$ cat config.mk
export PLATFORM = sky130hd
export DESIGN_NAME = smu_ctl_top
export DESIGN_NICKNAME = d
export VERILOG_FILES = /design/src/source/smu_spi_pkg.sv /design/src/source/smu_ctl_pkg.sv /design/src/source/spi_frame_rx.sv /design/src/source/ctl_reg_slice.sv /design/src/source/spi_route.sv /design/src/source/smu_ctl_top.sv
export VERILOG_INCLUDE_DIRS = /design/src /design/src/source
export SDC_FILE = /design/constraint.sdc
export NUM_CORES = 1
export LEC_CHECK = 0
export BUFFER_PORTS_ARGS = -buffer_cell sky130_fd_sc_hd__buf_2
export CAP_MARGIN = 20
export CORE_ASPECT_RATIO = 1.25
export CORE_MARGIN = 4
export CORE_UTILIZATION = 45
export CTS_CLUSTER_SIZE = 20
export DETAILED_ROUTE_END_ITERATION = 10
export GPL_ROUTABILITY_DRIVEN = 0
export PLACE_DENSITY = 0.61
export RECOVER_POWER = 50
export SLEW_MARGIN = 20
export SYNTH_ARGS = -nofsm -noshare
export SYNTH_HDL_FRONTEND = slang
export SYNTH_HIERARCHICAL = 1
export SYNTH_SLANG_ARGS = --single-unit
$ cat constraint.sdc
create_clock -name clk -period 2.4 [get_ports clk]
set_input_delay 0.24 -clock clk [delete_from_list [all_inputs] [get_ports clk]]
set_output_delay 0.24 -clock clk [all_outputs]
set_load 0.05 [all_outputs]
$ cat src/source/smu_ctl_settings.svh
////////////////////////////////////////////////////////////////////////////
// smu control fpga settings
// frame length, register sizes and synchronizer depth
////////////////////////////////////////////////////////////////////////////

`ifndef SMU_CTL_SETTINGS_SVH
`define SMU_CTL_SETTINGS_SVH

// host spi frame, addr byte then clear and set nibbles
`define SMU_FRAME_BITS 16

// each control register is one nibble
`define SMU_REG_BITS 4

// led, mux, dac, rails, dac_ref_mux, adc, clamp1, clamp2, rails_oe
`define SMU_NUM_REGS 9

// adc03, dac, flash, adc02
`define SMU_NUM_PERIPH 4

// flops between the spi pins and the clk domain
`define SMU_SYNC_STAGES 2

`endif

$ cat src/source/smu_spi_pkg.sv
////////////////////////////////////////////////////////////////////////////
// spi frame types
// one frame word, seen raw while shifting and as fields once latched
////////////////////////////////////////////////////////////////////////////

`default_nettype none

`include "smu_ctl_settings.svh"

package smu_spi_pkg;

  // msb first on the wire, so addr arrives first
  typedef struct packed {
    logic [7:0] addr;
    // high nibble clears
    logic [3:0] clear;
    // low nibble sets
    logic [3:0] set;
  } spi_fields_t;

  // same 16 bits, shift view and decode view
  typedef union packed {
    logic [`SMU_FRAME_BITS-1:0] raw;
    spi_fields_t                fields;
  } spi_frame_u;

  // writing here reloads every register
  localparam logic [7:0] soft_reset_addr = 8'd11;

endpackage

`default_nettype wire

$ cat src/source/smu_ctl_pkg.sv
////////////////////////////////////////////////////////////////////////////
// control register map
// addresses, reset values and the board pin bundle
////////////////////////////////////////////////////////////////////////////

`default_nettype none

`include "smu_ctl_settings.svh"

package smu_ctl_pkg;

  typedef logic [`SMU_REG_BITS-1:0] ctl_reg_t;
  typedef ctl_reg_t [`SMU_NUM_REGS-1:0] ctl_regs_t;

  ////////////////////////////////////////////////////////////////////////
  // slice index of each register

  localparam int led_index         = 0;
  localparam int mux_index         = 1;
  localparam int dac_index         = 2;
  localparam int rails_index       = 3;
  localparam int dac_ref_mux_index = 4;
  localparam int adc_index         = 5;
  localparam int clamp1_index      = 6;
  localparam int clamp2_index      = 7;
  localparam int rails_oe_index    = 8;

  // spi address per slice, 11 is taken by soft reset
  localparam logic [7:0] reg_addr_table [`SMU_NUM_REGS] = '{
    8'd7, 8'd8, 8'd9, 8'd10, 8'd12, 8'd14, 8'd15, 8'd16, 8'd24
  };

  // dg444 switches and clamps are active low, so they idle high
  // rails_oe active low too, rails stay off until the host is ready
  localparam ctl_reg_t reg_reset_table [`SMU_NUM_REGS] = '{
    4'b0000, 4'b0000, 4'b0000, 4'b0000, 4'b1111,
    4'b0000, 4'b1111, 4'b1111, 4'b0001
  };

  ////////////////////////////////////////////////////////////////////////
  // board pins

  typedef struct packed {
    logic ldac;
    logic uni_bip_a;
    logic uni_bip_b;
    logic rst;
  } dac_pins_t;

  // adc02 mode straps and reset
  typedef struct packed {
    logic m0;
    logic m1;
    logic m2;
    logic rst;
  } adc_pins_t;

  typedef struct packed {
    logic [1:0] led;
    dac_pins_t  dac;
    logic [3:0] rails;
    logic       rails_oe;
    logic [1:0] dac_ref_mux;
    adc_pins_t  adc;
    logic [3:0] clamp1;
    logic [3:0] clamp2;
  } smu_pins_t;

endpackage

`default_nettype wire

$ cat src/source/spi_frame_rx.sv
////////////////////////////////////////////////////////////////////////////
// spi frame receiver
// oversamples the host spi in clk, shifts frames, strobes commit
////////////////////////////////////////////////////////////////////////////

`timescale 1ns/1ps
`default_nettype none

`include "smu_ctl_settings.svh"

module spi_frame_rx (
  input  logic                    clk,
  input  logic                    reset,
  input  logic                    sclk,
  input  logic                    cs_n,
  input  logic                    special_n,
  input  logic                    mosi,
  output smu_spi_pkg::spi_frame_u frame,
  output logic                    commit,
  output logic                    soft_reset
);

  import smu_spi_pkg::*;

  // one spare count bit so long frames saturate above 16
  localparam int cnt_bits = $clog2(`SMU_FRAME_BITS) + 2;

  typedef struct packed {
    logic sclk;
    logic cs_n;
    logic special_n;
    logic mosi;
  } spi_in_t;

  // bus idle, deselected with clock low
  localparam spi_in_t idle_in = '{sclk: 1'b0, cs_n: 1'b1, special_n: 1'b1, mosi: 1'b0};

  // last stage is only kept for edge detect
  spi_in_t               sync_q [`SMU_SYNC_STAGES+1];
  spi_in_t               pin_in;
  spi_in_t               now_in;
  spi_in_t               last_in;
  logic                  sclk_rise;
  logic                  cs_rise;
  logic                  frame_ok;
  logic [cnt_bits-1:0]   bit_count;
  spi_frame_u            shift_q;

  assign pin_in = '{sclk: sclk, cs_n: cs_n, special_n: special_n, mosi: mosi};

  ////////////////////////////////////////////////////////////////////////
  // synchronizer

  always_ff @(posedge clk)
  begin
    if (reset)
    begin
      for (int i = 0; i <= `SMU_SYNC_STAGES; i++)
        sync_q[i] <= idle_in;
    end
    else
    begin
      sync_q[0] <= pin_in;
      for (int i = 1; i <= `SMU_SYNC_STAGES; i++)
        sync_q[i] <= sync_q[i-1];
    end
  end

  assign now_in  = sync_q[`SMU_SYNC_STAGES-1];
  assign last_in = sync_q[`SMU_SYNC_STAGES];

  assign sclk_rise = now_in.sclk & ~last_in.sclk;
  // end of frame is cs_n going back high
  assign cs_rise   = now_in.cs_n & ~last_in.cs_n;

  ////////////////////////////////////////////////////////////////////////
  // shift and count

  always_ff @(posedge clk)
  begin
    if (reset)
    begin
      shift_q   <= '0;
      bit_count <= '0;
    end
    else if (now_in.cs_n)
      bit_count <= '0;
    else if (sclk_rise && !now_in.special_n)
    begin
      // mosi into lsb, earlier bits move toward msb
      shift_q.raw <= {shift_q.raw[`SMU_FRAME_BITS-2:0], now_in.mosi};
      if (bit_count != '1)
        bit_count <= bit_count + 1'b1;
    end
  end

  // only exact length frames addressed to the fpga count
  assign frame_ok = cs_rise & ~now_in.special_n &
                    (bit_count == cnt_bits'(`SMU_FRAME_BITS));

  always_ff @(posedge clk)
  begin
    if (reset)
    begin
      commit     <= 1'b0;
      soft_reset <= 1'b0;
    end
    else
    begin
      commit     <= frame_ok;
      soft_reset <= frame_ok && (shift_q.fields.addr == soft_reset_addr);
    end
  end

  // stable while commit is high, no shifting with cs_n up
  assign frame = shift_q;

endmodule

`default_nettype wire

$ cat src/source/ctl_reg_slice.sv
////////////////////////////////////////////////////////////////////////////
// control register slice
// one nibble register, set/clear/toggle at its own address
////////////////////////////////////////////////////////////////////////////

`timescale 1ns/1ps
`default_nettype none

module ctl_reg_slice #(
  parameter logic [7:0]            ADDR        = 8'd0,
  parameter smu_ctl_pkg::ctl_reg_t RESET_VALUE = '0
) (
  input  logic                    clk,
  input  logic                    reset,
  input  logic                    commit,
  input  logic                    soft_reset,
  input  smu_spi_pkg::spi_frame_u frame,
  output smu_ctl_pkg::ctl_reg_t   value
);

  import smu_ctl_pkg::*;

  ctl_reg_t set_bits;
  ctl_reg_t clear_bits;
  ctl_reg_t toggle_bits;
  ctl_reg_t next_value;
  logic     hit;

  assign set_bits    = frame.fields.set;
  assign clear_bits  = frame.fields.clear;
  // same bit in both nibbles means flip it
  assign toggle_bits = set_bits & clear_bits;
  assign hit         = commit && (frame.fields.addr == ADDR);

  always_comb
  begin
    if (|toggle_bits)
      // toggle frame, the other bits hold
      next_value = value ^ toggle_bits;
    else
      // set first, then clear
      next_value = (value | set_bits) & ~clear_bits;
  end

  always_ff @(posedge clk)
  begin
    // soft reset wins, it comes with commit
    if (reset || soft_reset)
      value <= RESET_VALUE;
    else if (hit)
      value <= next_value;
  end

endmodule

`default_nettype wire

$ cat src/source/spi_route.sv
////////////////////////////////////////////////////////////////////////////
// spi routing and pin packing
// mux register steers cs_n and miso, registers map onto board pins
////////////////////////////////////////////////////////////////////////////

`timescale 1ns/1ps
`default_nettype none

`include "smu_ctl_settings.svh"

module spi_route (
  input  smu_ctl_pkg::ctl_regs_t       regs,
  input  logic                         cs_n,
  input  logic                         special_n,
  input  logic [`SMU_NUM_PERIPH-1:0]   miso_vec,
  output logic [`SMU_NUM_PERIPH-1:0]   cs_vec,
  output logic                         miso,
  output smu_ctl_pkg::smu_pins_t       pins
);

  import smu_ctl_pkg::*;

  ctl_reg_t                    mux;
  logic [`SMU_NUM_PERIPH-1:0]  sel;

  assign mux = regs[mux_index];
  // one bit per peripheral, more than one may be set
  assign sel = mux[`SMU_NUM_PERIPH-1:0];

  ////////////////////////////////////////////////////////////////////////
  // chip select and miso

  // special_n low means the fpga owns the bus, keep peripherals off it
  assign cs_vec = special_n ? ~(sel & {`SMU_NUM_PERIPH{~cs_n}}) : '1;

  // fpga itself has no readback, line held low
  assign miso = special_n & (|(sel & miso_vec));

  ////////////////////////////////////////////////////////////////////////
  // board pins

  always_comb
  begin
    pins = '0;

    // only two leds fitted
    pins.led = regs[led_index][1:0];

    pins.dac.ldac      = regs[dac_index][0];
    pins.dac.uni_bip_a = regs[dac_index][1];
    pins.dac.uni_bip_b = regs[dac_index][2];
    pins.dac.rst       = regs[dac_index][3];

    // lp5v, lp15v, lp30v, lp60v from bit 0 up
    pins.rails    = regs[rails_index];
    pins.rails_oe = regs[rails_oe_index][0];

    // a then b
    pins.dac_ref_mux = regs[dac_ref_mux_index][1:0];

    pins.adc.m0  = regs[adc_index][0];
    pins.adc.m1  = regs[adc_index][1];
    pins.adc.m2  = regs[adc_index][2];
    pins.adc.rst = regs[adc_index][3];

    // vset, iset, iset_inv, vset_inv
    pins.clamp1 = regs[clamp1_index];
    // min, inject_err, inject_vfb, max
    pins.clamp2 = regs[clamp2_index];
  end

endmodule

`default_nettype wire

$ cat src/source/smu_ctl_top.sv
////////////////////////////////////////////////////////////////////////////
// smu control fpga top
// frame receiver, register slices and the spi router
////////////////////////////////////////////////////////////////////////////

`timescale 1ns/1ps
`default_nettype none

`include "smu_ctl_settings.svh"

module smu_ctl_top (
  input  logic                        clk,
  input  logic                        reset,
  input  logic                        sclk,
  input  logic                        cs_n,
  input  logic                        special_n,
  input  logic                        mosi,
  input  logic [`SMU_NUM_PERIPH-1:0]  miso_vec,
  output logic [`SMU_NUM_PERIPH-1:0]  cs_vec,
  output logic                        miso,
  output smu_ctl_pkg::smu_pins_t      pins
);

  import smu_spi_pkg::*;
  import smu_ctl_pkg::*;

  spi_frame_u frame;
  logic       commit;
  logic       soft_reset;
  ctl_regs_t  regs;

  ////////////////////////////////////////////////////////////////////////
  // host frames in

  spi_frame_rx u_rx (
    .clk        (clk),
    .reset      (reset),
    .sclk       (sclk),
    .cs_n       (cs_n),
    .special_n  (special_n),
    .mosi       (mosi),
    .frame      (frame),
    .commit     (commit),
    .soft_reset (soft_reset)
  );

  // one slice per mapped address
  for (genvar i = 0; i < `SMU_NUM_REGS; i++)
  begin : g_slice
    ctl_reg_slice #(
      .ADDR        (reg_addr_table[i]),
      .RESET_VALUE (reg_reset_table[i])
    ) u_slice (
      .clk        (clk),
      .reset      (reset),
      .commit     (commit),
      .soft_reset (soft_reset),
      .frame      (frame),
      .value      (regs[i])
    );
  end

  // routing and pins, no clock
  spi_route u_route (
    .regs      (regs),
    .cs_n      (cs_n),
    .special_n (special_n),
    .miso_vec  (miso_vec),
    .cs_vec    (cs_vec),
    .miso      (miso),
    .pins      (pins)
  );

endmodule

`default_nettype wire

==> results.py, run 1 <==
metrics = {
    "drt": {
        "drtIter0Drc": 252,
        "num_vias": 3526,
        "dr.pass1.iters": 5,
        "wirelength_um": 9370,
        "avgRoutedWirePerCell_um": 16.4,
        "drc_errors": 0,
        "ant_nets": 0,
        "via_per_inst": 6.19,
    },
    "power_and_ir_drop": {
        "p_clk_frac": 0.459,
        "power_density_nw_per_um2": 487,
        "power.share.switching": 0.237,
        "power_frac_comb": 0.020,
        "leakage_nw": 1.21,
        "finalPower_w": 0.00203,
        "seq_power_share": 0.521,
        "switching_power_w": 0.000480,
        "vdd_drop_max_v": 0.000389,
        "p_int_w": 0.00155,
    },
    "floorplanning": {
        "start_util": 0.461,
        "ioPinCount": 40,
        "die_w_um": 89.9,
        "core-area_um2": 8190,
        "dieArea_um2": 9920,
        "fp.dieH_um": 110,
        "fp-row-count": 37,
    },
    "placed_design": {
        "dp_cells": 554,
        "dpl_cell_area_um2": 4010,
        "port_buffers": 39,
        "hpwl_um": 6270,
    },
    "worst_setup_path": {
        "path_class": "reg2reg",
        "crit_required_ns": 2.64,
        "r2r-start": "u_rx/frame[12]",
        "startpoint_type": "flop",
        "worst_r2r_path_depth": 4,
        "end_kind": "flop",
        "r2r-end": "g_slice[5].u_slice/value[0]",
        "r2r_slack_ns": 0.36,
        "cp_max_fo": 12,
        "worstPathArrival_ns": 2.28,
    },
    "timing": {
        "finClkSkew_ns": 0.00409,
        "holdWs_ns": 0.104,
        "tns_ns": 0,
        "setup_viol": 0,
        "hold_violations": 0,
        "slew_headroom": 0.229,
        "fmax_ghz": 0.490,
        "max_slew.worst_pin.slew_ns": 1.16,
        "grt_setup_unrepaired": "false",
        "fin_crit_sh": 0.850,
        "maxSlewViolCount": 0,
        "fin_crit_ns": 2.04,
    },
    "grt": {
        "globalRouteOverflowTotal": 0,
        "grt_pass1_wl_um": 16000,
        "grt_max_degree": 34,
        "grtUsageTotal": 0.197,
        "grt_pass1_vias": 3253,
        "antenna_found_initial": 0,
    },
    "status": {
        "status": "complete, no violations",
    },
    "yosys": {
        "synth_area_per_cell_um2": 8.74,
        "syn-cell-area_um2": 3770,
        "syn_inst": 432,
        "syn-num-nets": 444,
        "ys_warn_count": 6,
    },
    "clock_network": {
        "cts_buffers": 9,
        "cts_hold_buf": 0,
        "cts_tree": "yes",
        "clk_latency_ns": 0.34,
        "clk_path_buf_depth": 2,
        "path_clk_slew_ns": 0.08,
        "cts_max_level": 3,
        "root_buffer": "clkbuf_8",
        "post_cts_buffers": 0,
        "cts.sinks": 63,
        "cts.repair.resized": 0,
    },
    "cells_and_area": {
        "fillers": 805,
        "drive_above_1_share": 0.190,
        "instances_no_fill": 570,
        "syn2layout_area_growth_pct": 10.3,
        "n_antenna_cell": 0,
        "final_area_um2": 4160,
        "nNetsFinal": 480,
    },
    "hold_path": {
        "hp-class": "in2reg",
        "min_path_cells": 2,
        "hold_start": "mosi",
        "holdPathEnd": "u_rx/sync_q[0][0]",
    },
    "job": {
        "drv_cap": 0,
    },
}
-- power by group through the flow --
stage               registers (W)  clock network (W)   logic, W
floorplan                 0.00108                  0  0.0000232
global placement          0.00108                  0  0.0000414
detailed placement        0.00108                  0  0.0000422
CTS                       0.00106           0.000953  0.0000424
global route              0.00106            0.00100  0.0000462
finish                    0.00106           0.000931  0.0000412
-- cells in the final DEF, fill, tap and decap left out, types with 7 or more instances in the layout --
cell	n
a2111oi_1	11
a22oi_1	17
buf_2	9
a21o_1	26
a21oi_2	10
a311oi_1	10
dfxtp_1	63
a31oi_1	26
clkbuf_8	9
buf_4	14
nand2_2	10
a21oi_1	26
nand2_1	82
and4b_1	7
nand3_1	17
clkbuf_1	30
-- registers in the layout (all words and copies together), names as in the netlist --
name / flops
u_rx/commit: 1
u_rx/sync_q: 10
u_rx/frame: 16
u_rx/soft_reset: 1
u_rx/bit_count: 6
g_slice.u_slice/value: 29
-- final cells by class --
cell class              count  area (um2)  share of cell area
multi-input cells         334        2260               0.543
inverters                   4        15.0             0.00361
flip-flops and latches     63        1260               0.303
clock buffers               9         124              0.0297
clock inverters             7        72.6              0.0174
well taps                  97         121              0.0291
repair buffers             56         308              0.0739
-- stage by stage --
stage	utilization	setup slack, ns
2_1_floorplan	-	0.572
3_3_place_gp	0.489	0.488
3_5_place_dp	0.489	0.406
4_1_cts	0.513	0.374
5_1_grt	0.508	0.222
6_report	0.508	0.360
-- critical path, stage by stage (launching register included) --
cell	delay, ns
dfxtp_1	0.47
or4b_4	0.61
nor4b_4	0.46
a31oi_1	0.15
nor4_1	0.24
-- routing by layer --
metal	track usage	wire length, um	up-vias
met2	0.320	4580	110
met1	0.256	4150	1676
met4	0.0974	204	0
met3	0.0319	439	17
li1	-	-	1723
met5	0	0	-
-- worst max-delay path by stage --
stage	startpoint	end	slack, ns	cells after the start
global placement	u_rx/frame[12]	g_slice[5].u_slice/value[3]	0.49	4
global route	u_rx/frame[12]	g_slice[5].u_slice/value[0]	0.22	4
CTS	u_rx/frame[12]	g_slice[5].u_slice/value[0]	0.37	4
floorplan	u_rx/frame[12]	g_slice[5].u_slice/value[0]	0.57	4
detailed placement	u_rx/frame[12]	g_slice[5].u_slice/value[0]	0.41	4
finish	u_rx/frame[12]	g_slice[5].u_slice/value[0]	0.36	4
(Power assumes the default switching activity.)
==> run 2: changes to the inputs <==
--- a/config.mk
+++ b/config.mk
@@ -6,6 +6,7 @@
 export SDC_FILE = /design/constraint.sdc
 export NUM_CORES = 1
 export LEC_CHECK = 0
+export ABC_AREA = 1
 export BUFFER_PORTS_ARGS = -buffer_cell sky130_fd_sc_hd__buf_2
 export CAP_MARGIN = 20
 export CORE_ASPECT_RATIO = 1.25
==> constraint.sdc (replaced) <==
create_clock -name clk -period 2 [get_ports clk]
set_input_delay 0.2 -clock clk [delete_from_list [all_inputs] [get_ports clk]]
set_output_delay 0.2 -clock clk [all_outputs]
set_load 0.05 [all_outputs]
==> run 2 against run 1 <==
  * Routed wire length grew 14%
  * Register-to-register slack gained 0.16 ns
  * Area after synthesis increased by 17%
  * Sequential share of layout area shrank 4.9 points
  * Worst hold slack got worse by 0.032 ns
  * Largest power group is now the clock network
==> results.py, run 2 <==
metrics = {
    "timing": {
        "fmax_ghz": 0.671,
        "slew_headroom": 0.560,
        "max_slew.worst_pin.slew_ns": 0.660,
        "maxSlewViolCount": 0,
        "hold_violations": 0,
        "finClkSkew_ns": 0.00272,
        "fin_crit_ns": 1.49,
        "tns_ns": 0,
        "setup_viol": 0,
        "fin_crit_sh": 0.745,
        "grt_setup_unrepaired": "false",
    },
    "power_and_ir_drop": {
        "leakage_nw": 1.96,
        "power_density_nw_per_um2": 633,
        "switching_power_w": 0.000612,
        "p_clk_frac": 0.579,
        "seq_power_share": 0.403,
        "power.share.switching": 0.195,
        "power_frac_comb": 0.017,
        "vdd_drop_max_v": 0.000475,
        "p_int_w": 0.00253,
    },
    "clock_network": {
        "cts_buffers": 9,
        "cts_max_level": 3,
        "cts_hold_buf": 0,
        "root_buffer": "clkbuf_16",
        "path_clk_slew_ns": 0.05,
        "post_cts_buffers": 0,
        "cts.sinks": 63,
        "cts_tree": "yes",
        "clk_path_buf_depth": 2,
        "cts.repair.resized": 0,
        "clk_latency_ns": 0.33,
    },
    "floorplanning": {
        "dieArea_um2": 11500,
        "die_w_um": 96.6,
        "fp-row-count": 40,
        "ioPinCount": 40,
        "core-area_um2": 9610,
        "start_util": 0.460,
        "fp.dieH_um": 119,
    },
    "worst_setup_path": {
        "startpoint_type": "flop",
        "path_class": "reg2out",
        "worstPathArrival_ns": 1.29,
        "crit_required_ns": 1.80,
        "r2r_slack_ns": 0.52,
        "cp_max_fo": 6,
        "r2r-start": "u_rx/bit_count[1]",
        "end_kind": "primary output",
        "crit_start": "g_slice[1].u_slice/value[1]",
    },
    "cells_and_area": {
        "top_register": "g_slice.u_slice/value",
        "drive_above_1_share": 0.192,
        "final_common_cell": "nand2_1",
        "largest_reg_flops": 29,
        "final_cell_mix": "nand2_1 (183), nand3_1 (76), inv_1 (67)",
        "fin_util": 0.517,
        "n_antenna_cell": 0,
        "fillers": 1012,
        "nNetsFinal": 722,
        "syn2layout_area_growth_pct": 12.4,
    },
    "drt": {
        "dr.pass1.iters": 7,
        "ant_nets": 0,
        "via_per_inst": 5.02,
        "num_vias": 4221,
        "avgRoutedWirePerCell_um": 12.7,
        "drtIter0Drc": 275,
        "drc_errors": 0,
        "wirelength_um": 10700,
    },
    "job": {
        "drv_cap": 0,
    },
    "yosys": {
        "syn-cell-area_um2": 4420,
        "syn-num-nets": 689,
        "syn_inst": 677,
        "ys_warn_count": 6,
        "synth_area_per_cell_um2": 6.52,
    },
    "placed_design": {
        "hpwl_um": 7470,
        "port_buffers": 39,
    },
    "grt": {
        "grt_pass1_vias": 3966,
        "grtUsageTotal": 0.192,
        "grt_max_degree": 37,
        "globalRouteOverflowTotal": 0,
        "antenna_found_initial": 0,
        "grt_pass1_wl_um": 18400,
    },
    "hold_path": {
        "hp-class": "in2reg",
        "hold_start": "cs_n",
    },
    "status": {
        "status": "complete, no violations",
    },
}
## run 2: path summary, 6_finish.rpt
| check | to | cells past startpoint |
|---|---|---|
| max | miso | 5 |
| min | u_rx/sync_q[0][2] | 2 |
| max reg2reg | u_rx/bit_count[1] | 8 |
| min reg2reg | u_rx/sync_q[0][5] | 1 |
## run 2: power by group through the flow
stage                     clock [W]  combinational, W  sequential [W]
after global routing        0.00192         0.0000623         0.00127
after floorplan                   0         0.0000364         0.00129
after CTS                   0.00186         0.0000557         0.00127
after global placement            0         0.0000544         0.00129
after detailed placement          0         0.0000557         0.00129
final                       0.00182         0.0000549         0.00127
## run 2: critical path, cell delays in order, from the launching register on
cell and delay [ns]:
dfxtp_1 0.41, nand2_1 0.09, nand2_1 0.07, nor2_1 0.05, nor2_1 0.08, buf_2 0.27
## run 2: area by class of cell
| type | count | area [um2] | area share |
|---|---|---|---|
| clock buffer | 10 | 239 | 0.0481 |
| clock inverter | 6 | 108 | 0.0217 |
| inverter | 73 | 274 | 0.0552 |
| multi-input combinational | 509 | 2630 | 0.529 |
| sequential | 63 | 1260 | 0.254 |
| tap | 126 | 158 | 0.0318 |
| timing repair buffer | 54 | 297 | 0.0597 |
## run 2: through the flow
| step | cells | power, W | worst slack (ns) | hold WS [ns] | area, um2 |
|---|---|---|---|---|---|
| 2_1_floorplan | 677 | 0.00133 | 0.596 | 0.304 | 4420 |
| 3_3_place_gp | 825 | 0.00135 | 0.575 | 0.393 | 4670 |
| 6_report | 841 | 0.00314 | 0.510 | 0.0713 | 4960 |
| 5_1_grt | 841 | 0.00325 | 0.325 | 0.0788 | 4960 |
| 4_1_cts | 841 | 0.00318 | 0.489 | 0.0614 | 5010 |
| 3_5_place_dp | 825 | 0.00135 | 0.542 | 0.398 | 4670 |
## run 2: metal layers
metal,routed length (um),part of all wire,GRT usage
met3,447,0.042,0.0348
met2,5370,0.50,0.342
met5,0,0,0
met1,4750,0.45,0.237
met4,100,0.0094,0.0500
==> run 3: changes to the inputs <==
--- a/config.mk
+++ b/config.mk
@@ -15,7 +15,7 @@
 export CTS_CLUSTER_SIZE = 20
 export DETAILED_ROUTE_END_ITERATION = 10
 export GPL_ROUTABILITY_DRIVEN = 0
-export PLACE_DENSITY = 0.61
+export PLACE_DENSITY = 0.63
 export RECOVER_POWER = 50
 export SLEW_MARGIN = 20
 export SYNTH_ARGS = -nofsm -noshare
==> constraint.sdc (replaced) <==
create_clock -name clk -period 1.2 [get_ports clk]
set_input_delay 0.12 -clock clk [delete_from_list [all_inputs] [get_ports clk]]
set_output_delay 0.12 -clock clk [all_outputs]
set_load 0.05 [all_outputs]
==> run 3 against run 2 <==
  * The run now ends with negative setup slack left
  * Via count grew 9.7%
  * Register-to-register slack lost 0.55 ns
  * First-iteration DRC count shrank 11%
  * Cell count grew 5.9%
  * Critical path type is now reg2reg
  * Critical endpoint is now g_slice[1].u_slice/value[0]
  * Largest power group unchanged
==> results.py, run 3 (synthesis gave the netlist of run 2 again) <==
metrics = {
    "status": {
        "status": "finished, violations left",
        "violations": "negative setup slack",
    },
    "placed_design": {
        "hpwl_um": 7890,
        "dpl_cell_area_um2": 5030,
        "pre_cts_ws_ns": -0.104,
        "port_buffers": 39,
        "dp_cells": 856,
    },
    "cells_and_area": {
        "final_area_um2": 5960,
        "top_register": "g_slice.u_slice/value",
        "nNetsFinal": 772,
        "final_common_cell": "nand2_1",
        "drive_above_1_share": 0.422,
        "instances_no_fill": 891,
        "n_antenna_cell": 0,
        "fillers": 885,
        "final_cell_mix": "nand2_1 (160), inv_1 (58), nand3_1 (57)",
        "largest_reg_flops": 29,
        "syn2layout_area_growth_pct": 35.1,
    },
    "floorplanning": {
        "fp-row-count": 40,
        "ioPinCount": 40,
        "start_util": 0.460,
        "core-area_um2": 9610,
        "dieArea_um2": 11500,
        "die_w_um": 96.6,
        "fp.dieH_um": 119,
    },
    "power_and_ir_drop": {
        "vdd_drop_max_v": 0.000624,
        "p_clk_frac": 0.549,
        "power.share.switching": 0.214,
        "leakage_nw": 2.38,
        "finalPower_w": 0.00489,
        "switching_power_w": 0.00105,
        "seq_power_share": 0.426,
        "power_density_nw_per_um2": 820,
        "power_frac_comb": 0.025,
        "p_int_w": 0.00384,
    },
    "hold_path": {
        "hold_start": "special_n",
        "min_path_cells": 2,
        "hp-class": "in2reg",
        "holdPathEnd": "u_rx/sync_q[0][1]",
    },
    "clock_network": {
        "cts_tree": "yes",
        "clk_path_buf_depth": 2,
        "cts_max_level": 3,
        "clk_latency_ns": 0.33,
        "cts.sinks": 63,
        "cts_buffers": 9,
        "root_buffer": "clkbuf_16",
        "path_clk_slew_ns": 0.05,
    },
    "worst_setup_path": {
        "end_kind": "flop",
        "slowest_stage": "dfxtp_4",
        "path_cells": "buf_6 > nor2_4 > nand3_2 > nor2_4 > nand3_1 > a21oi_2",
        "r2r-end": "g_slice[1].u_slice/value[0]",
        "crit_required_ns": 1.46,
        "worst_r2r_path_depth": 6,
        "r2r-start": "u_rx/frame[8]",
        "worstPathArrival_ns": 1.49,
        "cp_max_fo": 7,
        "path_class": "reg2reg",
        "critPathMaxStageDelay_ns": 0.38,
        "r2r_slack_ns": -0.03,
        "startpoint_type": "flop",
        "worst_path_most_repeated_cell": "nor2_4",
    },
    "grt": {
        "grt_pass1_vias": 4296,
        "grt_pass1_wl_um": 19100,
        "grt_max_degree": 24,
        "antenna_found_initial": 0,
        "globalRouteOverflowTotal": 0,
        "grtUsageTotal": 0.199,
    },
    "drt": {
        "via_per_inst": 5.20,
        "num_vias": 4629,
        "ant_nets": 0,
        "avgRoutedWirePerCell_um": 13.6,
        "drtIter0Drc": 246,
        "dr.pass1.iters": 5,
        "wirelength_um": 12100,
        "drc_errors": 0,
    },
    "job": {
        "drv_cap": 0,
    },
    "timing": {
        "fin_crit_sh": 1.03,
        "fin_crit_ns": 1.23,
        "fin_ws_ns": -0.0331,
        "setup_viol": 4,
        "max_slew.worst_pin.slew_ns": 0.445,
        "slew_headroom": 0.704,
        "fmax_ghz": 0.811,
        "hold_violations": 0,
        "maxSlewViolCount": 0,
        "grt_setup_unrepaired": "true",
        "finClkSkew_ns": 0.00853,
    },
}
run 3: changes by cell type in the layout (fill, tap and decap cells not counted), sizes merged:
cell,change
buf,+73
bufinv,-2
clkbuf,-25
clkinv,+1
dlygate4sd3,+3
run 3: how the worst max path moves through the flow:
stage	startpoint	to
3_3_place_gp	u_rx/frame[11]	g_slice[1].u_slice/value[3]
3_5_place_dp	u_rx/frame[11]	g_slice[3].u_slice/value[2]
2_1_floorplan	u_rx/frame[10]	g_slice[5].u_slice/value[0]
6_report	u_rx/frame[8]	g_slice[1].u_slice/value[0]
5_1_grt	u_rx/frame[8]	g_slice[1].u_slice/value[0]
4_1_cts	g_slice[1].u_slice/value[1]	miso
run 3: metrics by stage:
stage               utilization  hold slack, ns  setup TNS [ns]
CTS                       0.575          0.0648         -0.0271
global placement          0.523           0.321           -1.39
global route              0.621          0.0844           -1.80
detailed placement        0.523           0.327           -1.76
floorplan                     -           0.224               0
finish                    0.621          0.0723         -0.0449
run 3: timing repair:
| action | in CTS | in global routing |
|---|---|---|
| endpoints found under the setup margin | 34 | 49 |
| pin swaps | 10 | 38 |
| resized for setup | 37 | 121 |
| cloned | 0 | 0 |
| hold buffers | 3 | 0 |
| endpoints found under the hold margin | 3 | 0 |
| setup buffers | 9 | 7 |
run 3: routing by layer:
| metal | wire length (um) | vias to the layer above | GRT usage | share of wire |
|---|---|---|---|---|
| li1 | - | 2315 | - | - |
| met1 | 5100 | 2170 | 0.240 | 0.42 |
| met2 | 6240 | 118 | 0.339 | 0.51 |
| met3 | 451 | 26 | 0.0248 | 0.037 |
| met4 | 319 | 0 | 0.109 | 0.026 |
| met5 | 0 | - | 0 | 0 |
run 3: power by group through the flow:
stage               clock [W]  sequential (W)  combinational (W)
finish                0.00269         0.00208           0.000121
global route          0.00281         0.00208           0.000134
global placement            0         0.00216          0.0000997
floorplan                   0         0.00216          0.0000609
detailed placement          0         0.00216           0.000102
CTS                   0.00274         0.00209           0.000111
run 3: cell type report:
type / instances / area, um2 / area share
Clock inverter: 5 / 56.3 / 0.00944
Sequential cell: 63 / 1320 / 0.222
Multi-Input combinational cell: 509 / 3020 / 0.507
Timing Repair Buffer: 104 / 877 / 0.147
Clock buffer: 11 / 253 / 0.0424
Inverter: 73 / 277 / 0.0464
Tap cell: 126 / 158 / 0.0264
run 3: worst max-delay path: cells and delay by family (launching register included):
family / cells / cell delay (ns)
buf+inv: 1 / 0.13
compound gates: 1 / 0.16
flops: 1 / 0.38
simple gates: 4 / 0.49
